===== src/design/mecobo_bus_pkg.sv =====
// host bus and command bus definitions
// data and address types, command word layout,
// EBI word address map, unit numbers and command FIFO depth
`default_nettype none

package mecobo_bus_pkg;

    typedef logic [15:0] ebi_word_t;
    typedef logic [18:0] ebi_addr_t;
    typedef logic [31:0] timestamp_t;
    typedef logic [15:0] cmd_addr_t;
    typedef logic [31:0] cmd_data_t;
    typedef logic [7:0]  unit_t;

    // timestamp, command address, command data from msb down
    typedef logic [79:0] command_t;

    localparam int CMD_TS_LSB   = 48;
    localparam int CMD_ADDR_LSB = 32;

    // staging words, most significant first
    localparam ebi_addr_t EBI_CMD_W0       = 19'd0;
    localparam ebi_addr_t EBI_CMD_W1       = 19'd1;
    localparam ebi_addr_t EBI_CMD_W2       = 19'd2;
    localparam ebi_addr_t EBI_CMD_W3       = 19'd3;
    localparam ebi_addr_t EBI_CMD_W4       = 19'd4;
    localparam ebi_addr_t EBI_CTRL         = 19'd5;
    localparam ebi_addr_t EBI_STATUS       = 19'd6;
    localparam ebi_addr_t EBI_SAMPLE       = 19'd7;
    localparam ebi_addr_t EBI_SAMPLE_COUNT = 19'd8;
    localparam ebi_addr_t EBI_TIME_LO      = 19'd9;
    localparam ebi_addr_t EBI_TIME_HI      = 19'd10;

    // control word bits
    localparam int CTRL_RUN_BIT   = 0;
    localparam int CTRL_CLEAR_BIT = 1;

    // pin controllers take units 0 up to the pin count
    localparam unit_t UNIT_COLLECTOR = 8'hF0;

    localparam int CMD_FIFO_DEPTH = 16;

endpackage

`default_nettype wire


===== src/design/mecobo_pin_pkg.sv =====
// pin and sampling definitions
// pin count, pin modes, channel and round types,
// pin and collector register offsets, sample word and sample FIFO depth
`default_nettype none

package mecobo_pin_pkg;

    localparam int NUM_PINS = 4;

    typedef logic [3:0]  channel_t;
    typedef logic [1:0]  pin_mode_t;
    typedef logic [10:0] round_t;

    // channel, pin level, round number from msb down
    typedef logic [15:0] sample_t;

    localparam pin_mode_t PIN_MODE_LOW    = 2'd0;
    localparam pin_mode_t PIN_MODE_HIGH   = 2'd1;
    localparam pin_mode_t PIN_MODE_SQUARE = 2'd2;

    // half period counts sys_clk ticks
    localparam logic [7:0] PIN_REG_MODE        = 8'd0;
    localparam logic [7:0] PIN_REG_HALF_PERIOD = 8'd1;

    // interval of zero turns polling off
    localparam logic [7:0] COL_REG_MASK     = 8'd0;
    localparam logic [7:0] COL_REG_INTERVAL = 8'd1;

    localparam int SAMPLE_FIFO_DEPTH = 32;

endpackage

`default_nettype wire


===== src/design/ebi_slave.sv =====
// host bus slave
// command staging words and command FIFO push,
// global time counter with run flag, status and sample readout
`timescale 1ns/100ps
`default_nettype none

module ebi_slave (
    input  logic                       sys_clk,
    input  logic                       mecobo_reset,
    input  mecobo_bus_pkg::ebi_addr_t  ebi_addr,
    input  mecobo_bus_pkg::ebi_word_t  ebi_data_in,
    input  logic                       ebi_cs,
    input  logic                       ebi_wr,
    input  logic                       ebi_rd,
    output mecobo_bus_pkg::ebi_word_t  ebi_data_out,
    output mecobo_bus_pkg::timestamp_t global_time,
    output mecobo_bus_pkg::command_t   cmd_fifo_din,
    output logic                       cmd_fifo_wr_en,
    input  logic                       cmd_fifo_empty,
    input  logic                       cmd_fifo_full,
    input  mecobo_pin_pkg::sample_t    sample_head,
    input  logic                       sample_empty,
    input  logic                       sample_full,
    input  logic [5:0]                 sample_count,
    output logic                       sample_rd_en
);
    import mecobo_bus_pkg::*;

    ebi_word_t stage [0:3];
    logic      time_run;
    logic      host_wr;
    logic      host_rd;

    assign host_wr = ebi_cs & ebi_wr;
    assign host_rd = ebi_cs & ebi_rd;

    // last word goes straight from the bus into the FIFO
    assign cmd_fifo_din   = {stage[0], stage[1], stage[2], stage[3], ebi_data_in};
    assign cmd_fifo_wr_en = host_wr & (ebi_addr == EBI_CMD_W4);

    // pop only when there is something to pop
    assign sample_rd_en = host_rd & (ebi_addr == EBI_SAMPLE) & ~sample_empty;

    always_ff @(posedge sys_clk) begin
        if (host_wr && ebi_addr < EBI_CMD_W4) begin
            stage[ebi_addr[1:0]] <= ebi_data_in;
        end
    end

    // global time, counts once per tick while running
    always_ff @(posedge sys_clk) begin
        if (mecobo_reset) begin
            time_run    <= 1'b0;
            global_time <= '0;
        end else begin
            if (host_wr && ebi_addr == EBI_CTRL) begin
                time_run <= ebi_data_in[CTRL_RUN_BIT];
            end
            if (host_wr && ebi_addr == EBI_CTRL && ebi_data_in[CTRL_CLEAR_BIT]) begin
                global_time <= '0;
            end else if (time_run) begin
                global_time <= global_time + 1'b1;
            end
        end
    end

    // read word is registered and held until the next read
    always_ff @(posedge sys_clk) begin
        if (mecobo_reset) begin
            ebi_data_out <= '0;
        end else if (host_rd) begin
            case (ebi_addr)
                EBI_STATUS: begin
                    ebi_data_out <= {12'd0, sample_full, sample_empty,
                                     cmd_fifo_full, cmd_fifo_empty};
                end
                EBI_SAMPLE:       ebi_data_out <= sample_empty ? '0 : sample_head;
                EBI_SAMPLE_COUNT: ebi_data_out <= ebi_word_t'(sample_count);
                EBI_TIME_LO:      ebi_data_out <= global_time[15:0];
                EBI_TIME_HI:      ebi_data_out <= global_time[31:16];
                default:          ebi_data_out <= '0;
            endcase
        end
    end

endmodule

`default_nettype wire


===== src/design/command_fifo.sv =====
// command FIFO
// first-word-fall-through circular buffer of timestamped commands
// with occupancy count and empty and full flags
`timescale 1ns/100ps
`default_nettype none

module command_fifo (
    input  logic                     sys_clk,
    input  logic                     mecobo_reset,
    input  mecobo_bus_pkg::command_t din,
    input  logic                     wr_en,
    input  logic                     rd_en,
    output mecobo_bus_pkg::command_t dout,
    output logic                     empty,
    output logic                     full,
    output logic [4:0]               count
);
    import mecobo_bus_pkg::*;

    localparam int PTR_W = $clog2(CMD_FIFO_DEPTH);

    command_t         mem [0:CMD_FIFO_DEPTH-1];
    logic [PTR_W-1:0] wr_ptr;
    logic [PTR_W-1:0] rd_ptr;
    logic             do_wr;
    logic             do_rd;

    assign empty = (count == '0);
    assign full  = (count == 5'(CMD_FIFO_DEPTH));
    assign do_wr = wr_en & ~full;
    assign do_rd = rd_en & ~empty;

    // head is always visible
    assign dout = mem[rd_ptr];

    always_ff @(posedge sys_clk) begin
        if (do_wr) begin
            mem[wr_ptr] <= din;
        end
    end

    always_ff @(posedge sys_clk) begin
        if (mecobo_reset) begin
            wr_ptr <= '0;
            rd_ptr <= '0;
            count  <= '0;
        end else begin
            if (do_wr) begin
                wr_ptr <= wr_ptr + 1'b1;
            end
            if (do_rd) begin
                rd_ptr <= rd_ptr + 1'b1;
            end
            if (do_wr && !do_rd) begin
                count <= count + 1'b1;
            end else if (do_rd && !do_wr) begin
                count <= count - 1'b1;
            end
        end
    end

endmodule

`default_nettype wire


===== src/design/scheduler.sv =====
// command scheduler
// compares the head timestamp with the global time
// and issues due commands onto the command bus
`timescale 1ns/100ps
`default_nettype none

module scheduler (
    input  logic                       sys_clk,
    input  logic                       mecobo_reset,
    input  mecobo_bus_pkg::timestamp_t global_time,
    input  mecobo_bus_pkg::command_t   cmd_fifo_dout,
    input  logic                       cmd_fifo_empty,
    output logic                       cmd_fifo_rd_en,
    output logic                       cmd_bus_en,
    output mecobo_bus_pkg::cmd_addr_t  cmd_bus_addr,
    output mecobo_bus_pkg::cmd_data_t  cmd_bus_data
);
    import mecobo_bus_pkg::*;

    timestamp_t head_time;
    logic       due;

    assign head_time = cmd_fifo_dout[CMD_TS_LSB +: $bits(timestamp_t)];

    // pop cycle blocks a second issue while the next head settles
    assign due = ~cmd_fifo_empty & ~cmd_fifo_rd_en & (global_time >= head_time);

    always_ff @(posedge sys_clk) begin
        if (mecobo_reset) begin
            cmd_fifo_rd_en <= 1'b0;
            cmd_bus_en     <= 1'b0;
        end else begin
            cmd_fifo_rd_en <= due;
            cmd_bus_en     <= due;
        end
    end

    // bus payload
    always_ff @(posedge sys_clk) begin
        if (due) begin
            cmd_bus_addr <= cmd_fifo_dout[CMD_ADDR_LSB +: $bits(cmd_addr_t)];
            cmd_bus_data <= cmd_fifo_dout[$bits(cmd_data_t)-1:0];
        end
    end

endmodule

`default_nettype wire


===== src/design/pin_control.sv =====
// pin controller
// mode and half period registers on the command bus,
// square wave generator, pin driver and poll answer
`timescale 1ns/100ps
`default_nettype none

module pin_control #(
    parameter int POSITION = 0
) (
    input  logic                      sys_clk,
    input  logic                      mecobo_reset,
    input  logic                      cmd_bus_en,
    input  mecobo_bus_pkg::cmd_addr_t cmd_bus_addr,
    input  mecobo_bus_pkg::cmd_data_t cmd_bus_data,
    input  logic                      poll_en,
    input  mecobo_pin_pkg::channel_t  poll_channel,
    output logic                      sample_bit,
    output logic                      pin
);
    import mecobo_bus_pkg::*;
    import mecobo_pin_pkg::*;

    pin_mode_t mode;
    cmd_data_t half_period;
    cmd_data_t tick;
    cmd_data_t toggle_at;
    logic      square;
    logic      sel;
    logic      mode_wr;

    assign sel     = cmd_bus_en && (cmd_bus_addr[15:8] == unit_t'(POSITION));
    assign mode_wr = sel && (cmd_bus_addr[7:0] == PIN_REG_MODE);

    // zero half period behaves as one
    assign toggle_at = (half_period == '0) ? '0 : half_period - 1'b1;

    always_ff @(posedge sys_clk) begin
        if (mecobo_reset) begin
            mode        <= PIN_MODE_LOW;
            half_period <= '0;
        end else if (mode_wr) begin
            mode <= pin_mode_t'(cmd_bus_data[1:0]);
        end else if (sel && cmd_bus_addr[7:0] == PIN_REG_HALF_PERIOD) begin
            half_period <= cmd_bus_data;
        end
    end

    // square wave restarts low on every mode write
    always_ff @(posedge sys_clk) begin
        if (mecobo_reset || mode_wr) begin
            tick   <= '0;
            square <= 1'b0;
        end else if (mode == PIN_MODE_SQUARE) begin
            if (tick >= toggle_at) begin
                tick   <= '0;
                square <= ~square;
            end else begin
                tick <= tick + 1'b1;
            end
        end
    end

    always_comb begin
        case (mode)
            PIN_MODE_HIGH:   pin = 1'b1;
            PIN_MODE_SQUARE: pin = square;
            default:         pin = 1'b0;
        endcase
    end

    // answer only polls of this channel
    assign sample_bit = (poll_en && poll_channel == channel_t'(POSITION)) ? pin : 1'b0;

endmodule

`default_nettype wire


===== src/design/sample_collector.sv =====
// sample collector
// mask and interval registers, interval timer and round counter,
// polling FSM, sample word assembly and sample FIFO
`timescale 1ns/100ps
`default_nettype none

module sample_collector (
    input  logic                      sys_clk,
    input  logic                      mecobo_reset,
    input  logic                      cmd_bus_en,
    input  mecobo_bus_pkg::cmd_addr_t cmd_bus_addr,
    input  mecobo_bus_pkg::cmd_data_t cmd_bus_data,
    output logic                      poll_en,
    output mecobo_pin_pkg::channel_t  poll_channel,
    input  logic                      poll_level,
    input  logic                      sample_rd_en,
    output mecobo_pin_pkg::sample_t   sample_head,
    output logic                      sample_empty,
    output logic                      sample_full,
    output logic [5:0]                sample_count
);
    import mecobo_bus_pkg::*;
    import mecobo_pin_pkg::*;

    typedef enum logic [1:0] {
        IDLE,
        POLL,
        PUSH
    } state_t;

    localparam int PTR_W = $clog2(SAMPLE_FIFO_DEPTH);

    state_t              state;
    logic [NUM_PINS-1:0] mask;
    logic [NUM_PINS-1:0] pending;
    logic [NUM_PINS-1:0] pending_next;
    cmd_data_t           interval;
    cmd_data_t           timer;
    round_t              round;
    logic                sel;
    logic                round_start;
    channel_t            poll_ch_q;
    logic                poll_level_q;
    logic                push_q;
    sample_t             fifo_mem [0:SAMPLE_FIFO_DEPTH-1];
    logic [PTR_W-1:0]    wr_ptr;
    logic [PTR_W-1:0]    rd_ptr;
    logic                do_wr;
    logic                do_rd;

    function automatic channel_t lowest_channel(input logic [NUM_PINS-1:0] bits);
        channel_t ch;
        ch = '0;
        for (int i = NUM_PINS - 1; i >= 0; i--) begin
            if (bits[i]) begin
                ch = channel_t'(i);
            end
        end
        return ch;
    endfunction

    assign sel = cmd_bus_en && (cmd_bus_addr[15:8] == UNIT_COLLECTOR);

    always_ff @(posedge sys_clk) begin
        if (mecobo_reset) begin
            mask     <= '0;
            interval <= '0;
        end else if (sel && cmd_bus_addr[7:0] == COL_REG_MASK) begin
            mask <= cmd_bus_data[NUM_PINS-1:0];
        end else if (sel && cmd_bus_addr[7:0] == COL_REG_INTERVAL) begin
            interval <= cmd_bus_data;
        end
    end

    // interval timer
    assign round_start = (interval != '0) && (timer >= interval - 1'b1);

    always_ff @(posedge sys_clk) begin
        if (mecobo_reset || interval == '0 || round_start) begin
            timer <= '0;
        end else begin
            timer <= timer + 1'b1;
        end
    end

    // one enabled channel per cycle, lowest first
    assign poll_en      = (state == POLL);
    assign poll_channel = lowest_channel(pending);
    assign pending_next = pending & (pending - 1'b1);

    always_ff @(posedge sys_clk) begin
        if (mecobo_reset) begin
            state   <= IDLE;
            pending <= '0;
            round   <= '0;
        end else begin
            case (state)
                IDLE: begin
                    if (round_start && mask != '0) begin
                        pending <= mask;
                        state   <= POLL;
                    end
                end
                POLL: begin
                    pending <= pending_next;
                    if (pending_next == '0) begin
                        state <= PUSH;
                    end
                end
                PUSH: begin
                    // advances even when samples were dropped
                    round <= round + 1'b1;
                    state <= IDLE;
                end
                default: state <= IDLE;
            endcase
        end
    end

    // poll result, assembled and pushed one cycle later
    always_ff @(posedge sys_clk) begin
        if (mecobo_reset) begin
            push_q <= 1'b0;
        end else begin
            push_q <= poll_en;
        end
    end

    always_ff @(posedge sys_clk) begin
        poll_ch_q    <= poll_channel;
        poll_level_q <= poll_level;
    end

    // sample FIFO
    assign sample_empty = (sample_count == '0);
    assign sample_full  = (sample_count == 6'(SAMPLE_FIFO_DEPTH));
    assign do_wr        = push_q & ~sample_full;
    assign do_rd        = sample_rd_en & ~sample_empty;
    assign sample_head  = fifo_mem[rd_ptr];

    always_ff @(posedge sys_clk) begin
        if (do_wr) begin
            fifo_mem[wr_ptr] <= {poll_ch_q, poll_level_q, round};
        end
    end

    always_ff @(posedge sys_clk) begin
        if (mecobo_reset) begin
            wr_ptr       <= '0;
            rd_ptr       <= '0;
            sample_count <= '0;
        end else begin
            if (do_wr) begin
                wr_ptr <= wr_ptr + 1'b1;
            end
            if (do_rd) begin
                rd_ptr <= rd_ptr + 1'b1;
            end
            if (do_wr && !do_rd) begin
                sample_count <= sample_count + 1'b1;
            end else if (do_rd && !do_wr) begin
                sample_count <= sample_count - 1'b1;
            end
        end
    end

endmodule

`default_nettype wire


===== src/design/mecobo_core.sv =====
// digital core top level
// EBI slave, command FIFO, scheduler, pin controllers
// and sample collector on one command bus
`timescale 1ns/100ps
`default_nettype none

module mecobo_core (
    input  logic                               sys_clk,
    input  logic                               mecobo_reset,
    input  mecobo_bus_pkg::ebi_addr_t          ebi_addr,
    input  mecobo_bus_pkg::ebi_word_t          ebi_data_in,
    output mecobo_bus_pkg::ebi_word_t          ebi_data_out,
    input  logic                               ebi_cs,
    input  logic                               ebi_wr,
    input  logic                               ebi_rd,
    output logic [mecobo_pin_pkg::NUM_PINS-1:0] pins
);
    import mecobo_bus_pkg::*;
    import mecobo_pin_pkg::*;

    timestamp_t          global_time;
    command_t            cmd_fifo_din;
    logic                cmd_fifo_wr_en;
    command_t            cmd_fifo_dout;
    logic                cmd_fifo_empty;
    logic                cmd_fifo_full;
    logic [4:0]          cmd_fifo_count;
    logic                cmd_fifo_rd_en;
    logic                cmd_bus_en;
    cmd_addr_t           cmd_bus_addr;
    cmd_data_t           cmd_bus_data;
    logic                poll_en;
    channel_t            poll_channel;
    logic                poll_level;
    logic [NUM_PINS-1:0] sample_bits;
    sample_t             sample_head;
    logic                sample_empty;
    logic                sample_full;
    logic [5:0]          sample_count;
    logic                sample_rd_en;

    ebi_slave ebi_if (
        .sys_clk        (sys_clk),
        .mecobo_reset   (mecobo_reset),
        .ebi_addr       (ebi_addr),
        .ebi_data_in    (ebi_data_in),
        .ebi_cs         (ebi_cs),
        .ebi_wr         (ebi_wr),
        .ebi_rd         (ebi_rd),
        .ebi_data_out   (ebi_data_out),
        .global_time    (global_time),
        .cmd_fifo_din   (cmd_fifo_din),
        .cmd_fifo_wr_en (cmd_fifo_wr_en),
        .cmd_fifo_empty (cmd_fifo_empty),
        .cmd_fifo_full  (cmd_fifo_full),
        .sample_head    (sample_head),
        .sample_empty   (sample_empty),
        .sample_full    (sample_full),
        .sample_count   (sample_count),
        .sample_rd_en   (sample_rd_en)
    );

    command_fifo cmd_fifo (
        .sys_clk      (sys_clk),
        .mecobo_reset (mecobo_reset),
        .din          (cmd_fifo_din),
        .wr_en        (cmd_fifo_wr_en),
        .rd_en        (cmd_fifo_rd_en),
        .dout         (cmd_fifo_dout),
        .empty        (cmd_fifo_empty),
        .full         (cmd_fifo_full),
        .count        (cmd_fifo_count)
    );

    scheduler sched (
        .sys_clk        (sys_clk),
        .mecobo_reset   (mecobo_reset),
        .global_time    (global_time),
        .cmd_fifo_dout  (cmd_fifo_dout),
        .cmd_fifo_empty (cmd_fifo_empty),
        .cmd_fifo_rd_en (cmd_fifo_rd_en),
        .cmd_bus_en     (cmd_bus_en),
        .cmd_bus_addr   (cmd_bus_addr),
        .cmd_bus_data   (cmd_bus_data)
    );

    // unit number and channel follow the pin index
    for (genvar i = 0; i < NUM_PINS; i++) begin : pin_ctrl
        pin_control #(
            .POSITION (i)
        ) pc (
            .sys_clk      (sys_clk),
            .mecobo_reset (mecobo_reset),
            .cmd_bus_en   (cmd_bus_en),
            .cmd_bus_addr (cmd_bus_addr),
            .cmd_bus_data (cmd_bus_data),
            .poll_en      (poll_en),
            .poll_channel (poll_channel),
            .sample_bit   (sample_bits[i]),
            .pin          (pins[i])
        );
    end

    // only the polled controller drives a one
    assign poll_level = |sample_bits;

    sample_collector collector0 (
        .sys_clk      (sys_clk),
        .mecobo_reset (mecobo_reset),
        .cmd_bus_en   (cmd_bus_en),
        .cmd_bus_addr (cmd_bus_addr),
        .cmd_bus_data (cmd_bus_data),
        .poll_en      (poll_en),
        .poll_channel (poll_channel),
        .poll_level   (poll_level),
        .sample_rd_en (sample_rd_en),
        .sample_head  (sample_head),
        .sample_empty (sample_empty),
        .sample_full  (sample_full),
        .sample_count (sample_count)
    );

endmodule

`default_nettype wire


===== config.mk =====
export PLATFORM = sky130hd
export DESIGN_NAME = mecobo_core
export DESIGN_NICKNAME = d
export VERILOG_FILES = /design/src/design/mecobo_bus_pkg.sv /design/src/design/mecobo_pin_pkg.sv /design/src/design/ebi_slave.sv /design/src/design/command_fifo.sv /design/src/design/scheduler.sv /design/src/design/pin_control.sv /design/src/design/sample_collector.sv /design/src/design/mecobo_core.sv
export SDC_FILE = /design/constraint.sdc
export NUM_CORES = 2
export LEC_CHECK = 0
export BUFFER_PORTS_ARGS = -buffer_cell sky130_fd_sc_hd__clkbuf_2
export CAP_MARGIN = 20
export CORE_ASPECT_RATIO = 0.9
export CORE_MARGIN = 1
export CORE_UTILIZATION = 55
export DETAILED_ROUTE_END_ITERATION = 10
export PLACE_DENSITY = 0.73
export SKIP_LAST_GASP = 1
export SYNTH_ARGS = -nofsm -noshare
export SYNTH_HDL_FRONTEND = slang
export SYNTH_SLANG_ARGS = --single-unit

===== constraint.sdc =====
create_clock -name sys_clk -period 23.5 [get_ports sys_clk]
set_clock_uncertainty 0.15 [all_clocks]
set_input_delay 5.875 -clock sys_clk [delete_from_list [all_inputs] [get_ports sys_clk]]
set_output_delay 5.875 -clock sys_clk [all_outputs]
set_load 0.01 [all_outputs]

Word-level counts from Yosys, hierarchy flattened
Memories as Yosys holds them, arrays and structs flattened. A register that Yosys moved wholly into a read port is not among the register bits.
Index checks and enable logic that the tools add are counted.
Word-level totals
  flip-flop bits (word level): 484
  RAM bits: 1792
  output and inout port bits: 20
  word-level logic and storage cells: 232
  memories kept: 3
Memory list
  cmd_fifo.mem: depth 16, bits a word 80, rd ports 1, clocked after Yosys merged registers in 1, wr ports 1, RTL line command_fifo.sv:22  | command_t mem [0:CMD_FIFO_DEPTH-1];
  collector0.fifo_mem: depth 32, bits a word 14, rd ports 1, clocked after Yosys merged registers in 1, wr ports 1, RTL line sample_collector.sv:45  | sample_t fifo_mem [0:SAMPLE_FIFO_DEPTH-1];
  ebi_if.stage: depth 4, bits a word 16, rd ports 4, clocked after Yosys merged registers in 0, wr ports 1, RTL line ebi_slave.sv:29  | ebi_word_t stage [0:3];
Operators by class
  add/subtract/negate cells: 21
  magnitude comparators: 7
  eq/ne operators: 29
  muxes and demuxes: 41
  bitwise operators: 26
  reductions and logical operators: 68
Operator list (number)
  two-way mux 32 bit: 8
  adder 32 x 1 -> 32 bit (second input constant): 6
  greater-or-equal comparator 32 bit: 6
  logical NOT 32 bit: 5
  subtractor 32 x 1 -> 32 bit (second input constant): 5
  one-hot mux 16 bit (5 select lines): 1
  equality test 19 x 3 -> 1 bit (second input constant): 4
  equality test 19 x 4 -> 1 bit (second input constant): 3
  nonzero test 32 bit: 1
  logical AND 1 bit: 28
  AND reduction 2 bit: 11
  two-way mux 5 bit: 4
  < comparator 19 x 3 -> 1 bit (second input constant): 1
  equality test 8 x 1 -> 1 bit (second input constant): 2
  equality test 8 x 2 -> 1 bit (second input constant): 2
  logical NOT 8 bit: 2
  two-way mux 16 bit: 1
  adder 5 x 1 -> 5 bit (second input constant): 3
  equality test 2 bit (second input constant): 7
  inverter 1 bit: 14
  equality test 2 x 1 -> 1 bit (second input constant): 6
  two-way mux 2 bit: 6
  two-way mux 4 bit: 3
  two-way mux 6 bit: 2
  26 further kinds: 61

Longest topological paths before layout
  depth after elaboration: 8
  gate-level depth with buffers: 20

By module
From an unflattened synthesis, not the netlist that was laid out.
Second synthesis, totals
  cell total of the unflattened synthesis: 6185
  area total of the unflattened synthesis: 95510.4 um^2
Modules (own cells, without submodules)
  command_fifo: instances 1, cells each 2062, area an instance 48656.7 um^2
  sample_collector: instances 1, cells each 1351, area an instance 22994.6 um^2
  ebi_slave: instances 1, cells each 405, area an instance 4606.9 um^2
  pin_control at pin_ctrl[3].pc: instances 1, cells each 547, area an instance 4249.1 um^2
  pin_control at pin_ctrl[1].pc: instances 1, cells each 552, area an instance 4227.8 um^2
  pin_control at pin_ctrl[0].pc: instances 1, cells each 552, area an instance 4222.8 um^2
  pin_control at pin_ctrl[2].pc: instances 1, cells each 547, area an instance 4221.5 um^2
  scheduler: instances 1, cells each 168, area an instance 2323.5 um^2
  mecobo_core: instances 1, cells each 1, area an instance 7.5 um^2

Worst setup path after synthesis
Ideal clock, no wire load.
  path type: input -> register
  from: input ebi_addr[6]
  to: memory cmd_fifo.mem[3][0] (netlist name), enable pin
  setup time: 616 ps
  arrival time: 13028 ps
  required time: 22734 ps
  setup slack: 9706 ps
  stages on the path: 5
  path through: nor4_1 > nand4bb_1 > a2111oi_2 > nand2_1 > nor3_1
On the way
  word-level cells in the longest chain between the ends: 5
Ends and longest elaborated chain
  start, declared: RTL line mecobo_core.sv:10  | input mecobo_bus_pkg::ebi_addr_t ebi_addr,
  equality test 19 x 3 -> 1 bit: RTL line ebi_slave.sv:39  | assign cmd_fifo_wr_en = host_wr & (ebi_addr == EBI_CMD_W4);
  bitwise AND 1 bit: RTL line ebi_slave.sv:39
  bitwise AND 1 bit: RTL line command_fifo.sv:30  | assign do_wr = wr_en & ~full;
  net cmd_fifo.do_wr: RTL line command_fifo.sv:25  | logic do_wr;
  two-way mux 1 bit: RTL line command_fifo.sv:37  | if (do_wr) begin
  two-way mux 1 bit (not written as such): RTL line command_fifo.sv:38  | mem[wr_ptr] <= din;
  end, declared: RTL line command_fifo.sv:22
The timed path passes the listed nets, and every way through them passes these cells.

Worst setup path in the final report
  from: input ebi_addr[8]
  to: memory cmd_fifo.mem[9][6] (netlist name), enable pin
Same word-level chain as after synthesis.

==> results.py <==
metrics = {
    "detailed_routing": {
        "vias_per_cell": 6.23,
        "wl_per_cell_um": 26.9,
        "drcViolationCount": 0,
        "routed_wl_um": 225000,
        "first_pass_iters": 6,
        "dr.first_iter.drc_count": 6097,
        "final_antenna_net_count": 0,
        "vias": 52200,
    },
    "critical_path": {
        "slowest_delay_ns": 0.94,
        "worstPathCellList": "clkbuf_2 > nor4_1 > nand4b_1 > a2111oi_2 > buf_4 > nand2_1 > nor2_4 > buf_4",
        "cpMaxStageDelayCell": "buf_4",
        "path_class": "in2reg",
        "rr_worst_depth": 14,
        "arrival_ns": 9.73,
        "crit_required_ns": 23.75,
        "critical_path.top_delay_family": "simple AND/OR/NAND/NOR gates",
        "critPathLaunchType": "input pin",
        "crit_cells": 8,
        "end_kind": "flop",
        "crit_path_max_fanout": 58,
        "path_buf_inv": 3,
        "crit_top_cell": "buf_4",
    },
    "placed_design": {
        "dp.cells": 7967,
        "gp_congestion": 0.854,
        "portBuffers": 59,
        "hpwl_um": 131000,
    },
    "clock_tree": {
        "cts_tree": "built",
        "cts.sinks": 2285,
        "cts_hold_buf": 0,
        "cts_max_path_buffers": 3,
        "clkLatencyLatePin_ns": 0.85,
        "cts_made_buffers": 216,
        "cts_max_level": 4,
        "clock_tree.root_cell": "clkbuf_16",
        "cts_setup_buffers": 0,
        "clkTransAtPathRegs_ns": 0.06,
        "cts_resized": 0,
    },
    "global_routing": {
        "antenna_found_initial": 7,
        "grt_max_degree": 138,
        "overflow": 0,
        "grt_pass1_vias": 51800,
        "grt_pass1_wl_um": 335000,
        "grt_usage_pct": 26.2,
    },
    "power_and_ir_drop": {
        "pwr-share-seq_pct": 55.5,
        "pwr_density_cell_mw_per_mm2": 74.6,
        "swShare_pct": 19.9,
        "comb_power_share_pct": 0.4,
        "p_clk_share_pct": 44.1,
        "p_int_w": 0.00623,
        "ir_worst_vdd_uv": 88.5,
        "leakagePower_nw": 33.5,
        "switchingPower_w": 0.00155,
    },
    "logic_synthesis": {
        "synth_seq_area_share_pct": 68.3,
        "yosys.cell_types.count": 86,
        "netlist_instances": 5837,
        "synth_seq_cells": 2285,
        "synthArstFlopShare_pct": 0,
        "yosys.area.top_type": "edfxtp_1",
        "yosysTopAreaCellShare_pct": 58.8,
        "synth_flop_cell": "edfxtp_1",
        "syn_avg_cell_area_um2": 16.1,
        "synth-edff-count": 1840,
        "yosys_warnings": 0,
        "ys_top_cells_by_area": "edfxtp_1, mux4_2, dfxtp_1, ha_1, nand2_1",
        "synth.net_count": 6110,
        "synth_area_mm2": 0.0940,
    },
    "hold_path": {
        "holdPathStages": 2,
        "hp-class": "reg2reg",
    },
    "layout": {
        "drive_gt1_share_pct": 17.6,
        "utilization_pct": 61.6,
        "instances_no_fill": 8379,
        "area_growth_pct": 10.9,
        "final_nets": 6223,
    },
    "floorplan": {
        "core_mm2": 0.169,
        "ios": 60,
        "dieArea_mm2": 0.173,
        "row_count": 143,
        "initial_utilization_pct": 55.5,
        "die_h_um": 394,
        "die_x_um": 438,
    },
    "timing": {
        "slew_violations": 0,
        "fin_crit_sh_pct": 40.4,
        "setup_tns_ns": 0,
        "setup_viol": 0,
        "slew_headroom_pct": 22.0,
        "fmax_mhz": 105,
        "worst_pin_slew_ns": 1.16,
        "hold_violations": 0,
        "grt_setup_unrepaired": "no",
        "final.min_clock_period_ns": 9.48,
    },
    "status": {
        "outcome": "finished clean",
    },
    "run": {
        "cap_violations": 0,
    },
}
## layout by cell type (no fill, tap or decap), types with 51 or more instances in the layout
master / instances
edfxtp_1: 1840
nand2_1: 614
mux4_2: 536
dfxtp_1: 438
nor2_1: 398
a21oi_1: 274
ha_1: 231
clkbuf_16: 219
xor2_1: 204
xnor2_1: 133
nand3_1: 90
inv_1: 84
nand4_1: 80
nor3_1: 71
clkbuf_1: 71
buf_4: 68
clkbuf_2: 58
o21ai_0: 51
## worst min-delay path, stage by stage (launching register included)
cell	delay, ns
dfxtp_1	0.33
nand2_1	0.06
a21oi_1	0.05
## worst paths after layout
kind         slack [ns]                      end                    start
min                0.33  collector0.interval[24]  collector0.interval[24]
min reg2reg        0.33  collector0.interval[24]  collector0.interval[24]
max               14.02       cmd_fifo.mem[9][6]              ebi_addr[8]
max reg2reg       16.31   sched.cmd_bus_data[15]                     flop
## state kept, by name, indices dropped and copies added, names as in the netlist, 4 cells and up, named ones only
name and cells:
collector0.sample_count 6, pin_ctrl.pc.square 4, collector0.timer 32, collector0.fifo_mem 448
collector0.round 11, collector0.pending 4, collector0.wr_ptr 5, sched.cmd_bus_addr 16
pin_ctrl.pc.half_period 128, ebi_if.global_time 32, pin_ctrl.pc.mode 8, sched.cmd_bus_data 32
cmd_fifo.wr_ptr 4, collector0.mask 4, collector0.interval 32, collector0.rd_ptr 5
cmd_fifo.mem 1280, ebi_if.ebi_data_out 16, pin_ctrl.pc.tick 128, cmd_fifo.count 5
ebi_if.stage 64, cmd_fifo.rd_ptr 4
## power by group through the flow
stage,registers (W),clock network [W],logic (W)
after floorplan,0.00440,0,0.0000113
after global placement,0.00440,0,0.0000320
after detailed placement,0.00440,0,0.0000337
after CTS,0.00432,0.00347,0.0000338
after global routing,0.00431,0.00362,0.0000355
final,0.00432,0.00343,0.0000339
## layer usage
metal	routed length [um]	track usage, %	vias to the layer above
li1	-	-	22800
met5	40	0	-
met3	20100	4.50	414
met2	108000	41.6	2431
met1	90600	37.3	26600
met4	6950	8.23	4
## Yosys cell counts, types with 15 or more instances
cell,number
dfxtp_1,445
a21o_1,46
mux2i_1,26
nor4_1,45
or3_1,29
or4_1,24
edfxtp_1,1840
buf_1,43
o21ai_0,52
buf_2,16
a22oi_1,20
nand2_1,614
and3_1,37
clkbuf_1,187
ha_1,231
a211oi_1,26
nor3_1,80
nand3b_1,17
xnor2_1,133
nand4_1,80
and4_1,15
xor2_1,204
mux4_2,536
a21oi_1,274
nand3_1,90
inv_1,84
nor2b_1,23
nand2b_1,20
nor2_1,442
## stage by stage
step	hold WS [ns]	setup WS (ns)	instance area, um^2	power [W]
floorplan	0.290	9.71	94000	0.00442
finish	0.332	14.02	104000	0.00778
CTS	0.330	14.10	104000	0.00782
global route	0.353	13.87	104000	0.00797
detailed placement	0.319	13.34	97100	0.00444
global placement	0.306	13.28	96900	0.00444
## layout make-up
type                    count  area, um^2
multi-input cells        3216       28800
flip-flops and latches   2285       64200
well taps                2247        2810
inverters                  84         315
diodes                      1        2.50
clock buffers             304        5940
repair buffers            147        1210
clock inverters            95         993
fillers                 11900       65000
## cell families after synthesis
family	Yosys count	share of synthesized area, %
AO/OA/AOI/OAI	511	3.29
XOR/XNOR	337	3.14
adder cells (fa/ha/maj)	233	3.12
buffers and inverters	336	1.39
flip-flops	2285	68.3
multiplexers	562	13.1
AND/OR/NAND/NOR	1573	7.69
Power figures use the tool's default switching activity.
